[src/rtl/vreg_pkg.sv]
package vreg_pkg;

  //====================
  // Widths
  //====================
  // Instruction ID from the ROB
  localparam int IID_W    = 7;
  localparam int AREG_W   = 5;
  localparam int PREG_W   = 6;
  localparam int AREG_NUM = 32;
  localparam int PREG_NUM = 64;

  //====================
  // State encodings
  //====================
  // One-hot lifecycle of the physical register
  typedef enum logic [4:0] {
    DEALLOC  = 5'b00001,
    WF_ALLOC = 5'b00010,
    ALLOC    = 5'b00100,
    RETIRE   = 5'b01000,
    RELEASE  = 5'b10000
  } lc_state_e;

  // WB means the producer result has been written
  typedef enum logic {
    IDLE = 1'b0,
    WB   = 1'b1
  } wb_state_e;

  //====================
  // Payloads
  //====================
  // Creating instruction info, one per dispatch slot
  typedef struct packed {
    logic [IID_W-1:0]  iid;
    logic [AREG_W-1:0] dstv_reg;
    logic [PREG_W-1:0] rel_vreg;
  } vreg_info_t;

  // One retire slot of the ROB
  typedef struct packed {
    logic             iid_updt_vld;
    logic [IID_W-1:0] iid_updt_val;
    logic             wb_retire_vld;
  } retire_slot_t;

  typedef logic [AREG_NUM-1:0] areg_mask_t;
  typedef logic [PREG_NUM-1:0] preg_mask_t;

endpackage

[src/rtl/vreg_info_reg.sv]
module vreg_info_reg #(
  parameter int NUM_DISP = 5
) (
  input  logic                                 sm_clk,
  input  logic                                 cpurst_b,
  input  logic [NUM_DISP-1:0]                  create_vld,
  input  vreg_pkg::vreg_info_t [NUM_DISP-1:0]  disp,
  output vreg_pkg::vreg_info_t                 info,
  output logic                                 create_any
);

  vreg_pkg::vreg_info_t sel_info;

  //====================
  // Dispatch slot select
  //====================
  // AND-OR mux, create_vld is one-hot
  always_comb begin
    sel_info = '0;
    for (int i = 0; i < NUM_DISP; i++) begin
      if (create_vld[i]) begin
        sel_info = sel_info | disp[i];
      end
    end
  end

  // Shared create strobe for both FSMs
  assign create_any = |create_vld;

  //====================
  // Information register
  //====================
  always_ff @(posedge sm_clk or negedge cpurst_b) begin
    if (!cpurst_b) begin
      info <= '0;
    end
    else if (create_any) begin
      info <= sel_info;
    end
  end

endmodule

[src/rtl/vreg_retire_match.sv]
module vreg_retire_match #(
  parameter int NUM_RETIRE = 4
) (
  input  logic                                     sm_clk,
  input  logic                                     cpurst_b,
  input  logic                                     state_alloc,
  input  logic [vreg_pkg::IID_W-1:0]               iid,
  input  vreg_pkg::retire_slot_t [NUM_RETIRE-1:0]  retire,
  output logic                                     retire_hit
);

  logic [NUM_RETIRE-1:0] iid_match;
  logic [NUM_RETIRE-1:0] iid_match_updt;
  logic [NUM_RETIRE-1:0] slot_hit;

  //====================
  // IID match registers
  //====================
  // Compare one cycle ahead of retirement to keep
  // the retire path short
  for (genvar i = 0; i < NUM_RETIRE; i++) begin : g_slot
    assign iid_match_updt[i] = state_alloc
                               && (iid == retire[i].iid_updt_val);

    always_ff @(posedge sm_clk or negedge cpurst_b) begin
      if (!cpurst_b) begin
        iid_match[i] <= 1'b0;
      end
      else if (retire[i].iid_updt_vld) begin
        iid_match[i] <= iid_match_updt[i];
      end
    end

    assign slot_hit[i] = retire[i].wb_retire_vld && iid_match[i];
  end

  //====================
  // Retire indication
  //====================
  // A match left over from an earlier ALLOC period
  // must not retire the entry again
  assign retire_hit = state_alloc && (|slot_hit);

endmodule

[src/rtl/vreg_lifecycle_fsm.sv]
module vreg_lifecycle_fsm (
  input  logic                 sm_clk,
  input  logic                 cpurst_b,
  input  logic                 dealloc_vld,
  input  logic                 create_any,
  input  logic                 release_vld,
  input  logic                 flush,
  input  logic                 retire_hit,
  input  logic                 wb_done,
  input  logic                 dealloc_mask,
  output vreg_pkg::lc_state_e  state,
  output logic                 cur_state_dealloc,
  output logic                 cur_state_alloc_release
);

  vreg_pkg::lc_state_e next_state;
  logic                wb_masked;

  // Write-back only counts while dealloc is not masked
  assign wb_masked = wb_done && !dealloc_mask;

  //====================
  // State register
  //====================
  always_ff @(posedge sm_clk or negedge cpurst_b) begin
    if (!cpurst_b) begin
      state <= vreg_pkg::DEALLOC;
    end
    else begin
      state <= next_state;
    end
  end

  //====================
  // Next state
  //====================
  always_comb begin
    case (state)
      vreg_pkg::DEALLOC: begin
        if (dealloc_vld && !flush)
          next_state = vreg_pkg::WF_ALLOC;
        else
          next_state = vreg_pkg::DEALLOC;
      end
      vreg_pkg::WF_ALLOC: begin
        if (flush)
          next_state = vreg_pkg::DEALLOC;
        else if (create_any)
          next_state = vreg_pkg::ALLOC;
        else
          next_state = vreg_pkg::WF_ALLOC;
      end
      vreg_pkg::ALLOC: begin
        // Flush wins over release and retire
        if (flush)
          next_state = vreg_pkg::DEALLOC;
        else if (release_vld && wb_masked)
          next_state = vreg_pkg::DEALLOC;
        else if (release_vld)
          next_state = vreg_pkg::RELEASE;
        else if (retire_hit)
          next_state = vreg_pkg::RETIRE;
        else
          next_state = vreg_pkg::ALLOC;
      end
      vreg_pkg::RETIRE: begin
        if (release_vld && wb_masked)
          next_state = vreg_pkg::DEALLOC;
        else if (release_vld)
          next_state = vreg_pkg::RELEASE;
        else
          next_state = vreg_pkg::RETIRE;
      end
      vreg_pkg::RELEASE: begin
        // Wait here for the producer's write-back
        if (wb_masked)
          next_state = vreg_pkg::DEALLOC;
        else
          next_state = vreg_pkg::RELEASE;
      end
      default: next_state = vreg_pkg::DEALLOC;
    endcase
  end

  // State flags for the allocator
  assign cur_state_dealloc       = (state == vreg_pkg::DEALLOC);
  assign cur_state_alloc_release = (state == vreg_pkg::ALLOC)
                                   || (state == vreg_pkg::RELEASE);

endmodule

[src/rtl/vreg_wb_fsm.sv]
module vreg_wb_fsm (
  input  logic sm_clk,
  input  logic cpurst_b,
  input  logic wb_vld,
  input  logic create_any,
  input  logic state_dealloc,
  output logic wb_done
);

  vreg_pkg::wb_state_e wb_state;
  vreg_pkg::wb_state_e wb_next;

  always_ff @(posedge sm_clk or negedge cpurst_b) begin
    if (!cpurst_b) begin
      wb_state <= vreg_pkg::IDLE;
    end
    else if (create_any) begin
      // New producer, result not yet written
      wb_state <= vreg_pkg::IDLE;
    end
    else begin
      wb_state <= wb_next;
    end
  end

  always_comb begin
    case (wb_state)
      vreg_pkg::IDLE: wb_next = wb_vld ? vreg_pkg::WB : vreg_pkg::IDLE;
      // Held until the lifecycle frees the register
      vreg_pkg::WB:   wb_next = state_dealloc ? vreg_pkg::IDLE : vreg_pkg::WB;
      default:        wb_next = vreg_pkg::IDLE;
    endcase
  end

  assign wb_done = (wb_state == vreg_pkg::WB);

endmodule

[src/rtl/vreg_release_decode.sv]
module vreg_release_decode (
  input  vreg_pkg::vreg_info_t  info,
  input  vreg_pkg::lc_state_e   state,
  input  logic                  retire_hit,
  input  logic                  wb_done,
  output vreg_pkg::preg_mask_t  rel_vreg_expand,
  output vreg_pkg::areg_mask_t  dreg,
  output logic                  retired_released_wb
);

  vreg_pkg::preg_mask_t rel_expand;
  vreg_pkg::areg_mask_t dstv_expand;
  logic                 state_retire;
  logic                 state_release;

  assign state_retire  = (state == vreg_pkg::RETIRE);
  assign state_release = (state == vreg_pkg::RELEASE);

  //====================
  // Release vector
  //====================
  // retire_hit already carries the ALLOC qualifier
  assign rel_expand      = vreg_pkg::preg_mask_t'(1) << info.rel_vreg;
  assign rel_vreg_expand = {vreg_pkg::PREG_NUM{retire_hit}} & rel_expand;

  //====================
  // Recovery vector
  //====================
  assign dstv_expand = vreg_pkg::areg_mask_t'(1) << info.dstv_reg;
  assign dreg        = {vreg_pkg::AREG_NUM{state_retire}} & dstv_expand;

  // Includes the retiring cycle itself for the flush logic
  assign retired_released_wb = (retire_hit || state_retire || state_release)
                               ? wb_done : 1'b1;

endmodule

[src/rtl/vreg_entry.sv]
module vreg_entry #(
  parameter int NUM_DISP   = 5,
  parameter int NUM_RETIRE = 4
) (
  input  logic                                     sm_clk,
  input  logic                                     cpurst_b,
  input  vreg_pkg::vreg_info_t [NUM_DISP-1:0]      disp,
  input  logic [NUM_DISP-1:0]                      create_vld,
  input  vreg_pkg::retire_slot_t [NUM_RETIRE-1:0]  retire,
  input  logic                                     dealloc_vld,
  input  logic                                     release_vld,
  input  logic                                     wb_vld,
  input  logic                                     flush,
  input  logic                                     dealloc_mask,
  output logic                                     cur_state_dealloc,
  output logic                                     cur_state_alloc_release,
  output vreg_pkg::areg_mask_t                     dreg,
  output vreg_pkg::preg_mask_t                     rel_vreg_expand,
  output logic                                     retired_released_wb
);

  vreg_pkg::vreg_info_t info;
  vreg_pkg::lc_state_e  state;
  logic                 create_any;
  logic                 wb_done;
  logic                 retire_hit;
  logic                 state_alloc;

  // Decoded lifecycle flag for the match registers
  assign state_alloc = (state == vreg_pkg::ALLOC);

  //====================
  // Creation info
  //====================
  vreg_info_reg #(
    .NUM_DISP   (NUM_DISP)
  ) u_info_reg (
    .sm_clk     (sm_clk),
    .cpurst_b   (cpurst_b),
    .create_vld (create_vld),
    .disp       (disp),
    .info       (info),
    .create_any (create_any)
  );

  //====================
  // Retire matching
  //====================
  vreg_retire_match #(
    .NUM_RETIRE  (NUM_RETIRE)
  ) u_retire_match (
    .sm_clk      (sm_clk),
    .cpurst_b    (cpurst_b),
    .state_alloc (state_alloc),
    .iid         (info.iid),
    .retire      (retire),
    .retire_hit  (retire_hit)
  );

  //====================
  // State machines
  //====================
  vreg_lifecycle_fsm u_lifecycle_fsm (
    .sm_clk                  (sm_clk),
    .cpurst_b                (cpurst_b),
    .dealloc_vld             (dealloc_vld),
    .create_any              (create_any),
    .release_vld             (release_vld),
    .flush                   (flush),
    .retire_hit              (retire_hit),
    .wb_done                 (wb_done),
    .dealloc_mask            (dealloc_mask),
    .state                   (state),
    .cur_state_dealloc       (cur_state_dealloc),
    .cur_state_alloc_release (cur_state_alloc_release)
  );

  vreg_wb_fsm u_wb_fsm (
    .sm_clk        (sm_clk),
    .cpurst_b      (cpurst_b),
    .wb_vld        (wb_vld),
    .create_any    (create_any),
    .state_dealloc (cur_state_dealloc),
    .wb_done       (wb_done)
  );

  // Release, recovery and write-back status outputs
  vreg_release_decode u_release_decode (
    .info                (info),
    .state               (state),
    .retire_hit          (retire_hit),
    .wb_done             (wb_done),
    .rel_vreg_expand     (rel_vreg_expand),
    .dreg                (dreg),
    .retired_released_wb (retired_released_wb)
  );

endmodule

[config.mk]
export PLATFORM = sky130hd
export DESIGN_NAME = vreg_entry
export DESIGN_NICKNAME = d
export VERILOG_FILES = /design/src/rtl/vreg_pkg.sv /design/src/rtl/vreg_info_reg.sv /design/src/rtl/vreg_retire_match.sv /design/src/rtl/vreg_lifecycle_fsm.sv /design/src/rtl/vreg_wb_fsm.sv /design/src/rtl/vreg_release_decode.sv /design/src/rtl/vreg_entry.sv
export SDC_FILE = /design/constraint.sdc
export NUM_CORES = 1
export LEC_CHECK = 0
export ABC_CLOCK_PERIOD_IN_PS = 5000
export BUFFER_PORTS_ARGS = -buffer_cell sky130_fd_sc_hd__buf_2
export CAP_MARGIN = 30
export CORE_AREA = 2 2 91 93
export DETAILED_ROUTE_END_ITERATION = 10
export DIE_AREA = 0 0 93 95
export PLACE_DENSITY = 0.74
export SYNTH_ARGS = -nofsm -noshare
export SYNTH_HDL_FRONTEND = slang
export SYNTH_SLANG_ARGS = --single-unit
[constraint.sdc]
create_clock -name sm_clk -period 5 [get_ports sm_clk]
set_input_delay 0.75 -clock sm_clk [delete_from_list [all_inputs] [get_ports sm_clk]]
set_output_delay 0.75 -clock sm_clk [all_outputs]
set_load 0.01 [all_outputs]
==> results.md <==
Layout:
- The area taken by flip-flops and latches is between 700 and 800 um2.
- The multi-input combinational cell area is around 1800 um2.
- The number of antenna cells inserted is 0.
- The ratio of cells with drive above 1 in the final layout is between 40 and 50%.
- The area growth from synthesis to final layout is 46.2%.
- The layout has between 800 and 900 filler cells.
- The post-layout net count is 718.

Global route:
- The first global-routing pass estimated approximately 17 mm of wire.
- The initial antenna violation count was 0.
- The total overflow left after global routing is 0.
- Entering global routing, the biggest net connects 37 pins.
- The number of global-route vias before repair is 3367.
- For this run, the total global-route usage over all layers was measured as about a quarter.

STA:
- Setup repair after global routing left no endpoint under its margin.
- Measured against its own limit, the worst slew margin works out to a little under three fifths.
- The worst path needs between 3 and 4 ns of the cycle, external delays included.
- Dividing the final minimum period by the clock period gives between 60 and 70%.
- The sum of negative setup slack is 0 ns.
- The highest attainable clock frequency is 0.319 GHz.
- The max-slew violation count came to 0.
- Hold is met by roughly 0.48 ns.
- At the pin with the least slew margin, the transition time is 0.672 ns.
- The clock arrives with 0.00301 ns of skew.
- The count of final hold-check violations came to 0.
- The count of endpoints failing setup in the final report is 0.

Detailed routing:
- The final layout contains routed wiring with a total length of 11.0 mm.
- The ratio of routed vias to standard cells is 5.38.
- The number of violations reported at the end of detailed-routing iteration 0 is between 200 and 300.
- The routed wirelength normalized by instance count is ~16 um.
- In this run the remaining antenna-violating nets after routing total 0.
- In the routed design, unresolved DRC markers number 0.
- The final route contains about 3700 vias.
- The number of detailed-route iterations in the first pass is 6.

Clock network:
- The tree built by TritonCTS fans out to 28 sinks.
- Buffers inserted to repair hold after CTS numbered 0.
- TritonCTS built the clock tree.
- The clock latency reported for the late side of the worst-skew pair is 0.27 ns.
- Post-CTS timing repair inserted 0 buffers for setup.
- After clock tree synthesis, the clock-pin slew on the worst setup and hold paths is about 0.090 ns.
- The worst-case clock buffer depth is 2.
- In this run, CTS created clock tree buffers numbering 3.
- The count of H-tree levels built during CTS is 1.
- The post-cts repair resize count is 0.
- The library cell used as clock root buffer is sky130_fd_sc_hd__clkbuf_8.

Critical path:
- The worst setup path is captured at an output pin.
- Tracing the worst setup path back leads to its startpoint at u_lifecycle_fsm.state[1].
- The critical path startpoint category is a flop.
- Data on the critical path arrives at its endpoint at 2.38 ns.
- The largest fanout of any net on the critical path is 10.
- The worst stage delay on the critical path is ~0.56 ns.
- The worst path buffer plus inverter count is 1.
- On the critical path, the stage with the largest delay is an instance of sky130_fd_sc_hd__or3_1.
- The critical path's top delay family is simple AND/OR/NAND/NOR gates.
- The start-to-end type of the worst setup path is reg -> out.
- The critical path goes through or3_1 -> nor2_1 -> nand4b_1 -> nor3_1 -> buf_2.
- The required time at the endpoint of the critical path is ~4.3 ns.
- The reg-to-reg startpoint is u_lifecycle_fsm.state[1].

Synthesis:
- The post-synthesis net count is between 500 and 600.
- The top cell type by area accounts for 25.5% of the synthesized area.
- After synthesis, the netlist uses 38 different library cells.
- The mapped cell area is ~2600 um2.
- Dividing the synthesized area by the synthesized cell count gives slightly above 7 um2.
- For this run, the register share of the synthesized area comes to around a quarter.
- The flop and latch count out of synthesis is 28.
- Sorting the synthesized cells by area gives the leading types as sky130_fd_sc_hd__dfrtp_1, sky130_fd_sc_hd__nor2_1, sky130_fd_sc_hd__xor2_1.
- The warning count from the yosys run is 0.
- The number of standard cells after synthesis is between 300 and 400.
- The number of synthesized flops with an enable pin is 0.
- For this run, the leading register cell type out of synthesis is sky130_fd_sc_hd__dfrtp_1.
- The share of flip-flops with an asynchronous set or reset is 100%.
- By count the netlist is led by sky130_fd_sc_hd__nor2_1, sky130_fd_sc_hd__xor2_1, sky130_fd_sc_hd__clkbuf_1, sky130_fd_sc_hd__dfrtp_1, sky130_fd_sc_hd__a22oi_1.
- Of all cell types, the one taking the most synthesized area is sky130_fd_sc_hd__dfrtp_1.
- The cell with the most instances after synthesis is sky130_fd_sc_hd__nor2_1.

Floorplan:
- Measured along the y axis, the die boundary spans 95 um.
- The die area is about 8800 um2.
- After floorplanning, the core was sized to cover between 7000 and 8000 um2.
- After floorplanning, the core was divided into 33 placement rows.
- For this design the top-level I/O count stands at about 240.
- Measured along the x axis, the die boundary spans just over 90 um.
- Once the floorplan was initialized, standard cells occupied 33.4% of the core.

Power:
- The peak ir drop on the vdd network is 0.121 mV.
- The power per standard cell area is 169 nW/um2.
- Combinational logic burns between 30% and 40% of the power.
- The sequential cell fraction of total power is roughly 45%.
- The analysis attributes to net switching a power of around 0.23 mW.
- In this run the static leakage power is 1.91 nW.
- Net switching is a little over a third of the power.
- The total internal power is roughly 0.42 mW.
- The clock network is responsible for between 20% and 30% of the overall power.

Min path:
- The path category of the worst min-delay check is in -> async.

Run:
- The number of max-capacitance violations reported is 0.

Placed design:
- Routability-driven placement finished with a final weighted congestion of 0.887.
- The count of input and output buffers is approximately 240.
- After legalization and detailed placement, the total HPWL measured approximately 8.7 mm.

Outcome:
- The run finished with clean final reports.
## flip-flops by register name, summed over array words and instances, names as in the netlist
name and cells:
u_info_reg.info 18, u_wb_fsm.wb_done 1, u_lifecycle_fsm.state 5, u_retire_match.iid_match 4
## metrics by stage
stage               setup WS (ns)  total power, mW  std cells  utilization [%]  area, um2
floorplan                    2.44            0.432        375                -       2650
global placement             2.13            0.515        680             48.1       3820
detailed placement           2.10            0.517        680             48.1       3820
CTS                          1.91            0.660        684             48.8       3870
global route                 1.68            0.702        684             48.8       3870
finish                       1.87            0.655        684             48.8       3870
## kinds of logic (layout without fill, tap and decap cells)
logic type	Yosys count	count (layout)	share of synthesized area, %
AOI/OAI and AO/OA	75	75	22.7
xor gates and xnor gates	31	31	10.3
buffers and inverters	44	248	6.71
DFF	28	28	26.5
and+or+nand+nor	197	197	33.8
## power groups by stage
stage	clock network (mW)	logic, mW	registers, mW
2_1_floorplan	0	0.173	0.259
3_3_place_gp	0	0.220	0.295
3_5_place_dp	0	0.221	0.295
4_1_cts	0.147	0.222	0.291
5_1_grt	0.158	0.247	0.297
6_report	0.140	0.224	0.291
## worst reg2reg max path: stages (launching register included)
cell	delay [ns]
sky130_fd_sc_hd__dfrtp_1	0.49
sky130_fd_sc_hd__or3_1	0.57
sky130_fd_sc_hd__or2_0	0.29
sky130_fd_sc_hd__or3_1	0.36
sky130_fd_sc_hd__a21oi_1	0.14
## area by class of cell
type                    instances  area share (%)
multi-input cells             303            45.7
clock buffers                   4            1.42
well taps                     105            3.39
repair buffers                237            30.7
flip-flops and latches         28            18.1
inverters                       7           0.679
## metal layers
metal / global-route usage [%] / part of all wire [%]
met5: 0 / 0
met4: 4.53 / 1.2
met3: 3.03 / 7.9
met2: 41.8 / 50
met1: 31.4 / 41
## path summary, 6_finish.rpt
| check | end | slack, ns | depth (start not counted) |
|---|---|---|---|
| setup / recovery | dreg[17] | 1.87 | 5 |
| hold / removal | u_retire_match.iid_match[1] | 0.48 | 1 |
| setup reg to reg | u_lifecycle_fsm.state[2] | 3.08 | 4 |
| hold reg to reg | u_retire_match.iid_match[0] | 0.54 | 2 |
| max in group asynchronous | u_info_reg.info[2] | 4.10 | 1 |
| min in group sm_clk | u_retire_match.iid_match[0] | 0.54 | 2 |
## placed cells by master (no fill, tap or decap), drive strengths merged
cell type  count
nand2b        11
o22ai          1
inv            7
buf          237
or3            4
nor2b          3
dfstp          1
a2111oi        3
a21oi          4
or3b           2
nand4          5
o2111ai        1
a22oi         20
a31o           1
nand2         12
o211ai         1
nor3          15
clkbuf         4
a222oi        18
dfrtp         27
nor4           7
nand3          9
nor2         119
xnor2          2
a31oi         19
xor2          29
o21ai          6
and2           1
or2            3
nand3b         4
a211oi         1
nand4b         2
Note: power is estimated with default switching activity, not from simulation.
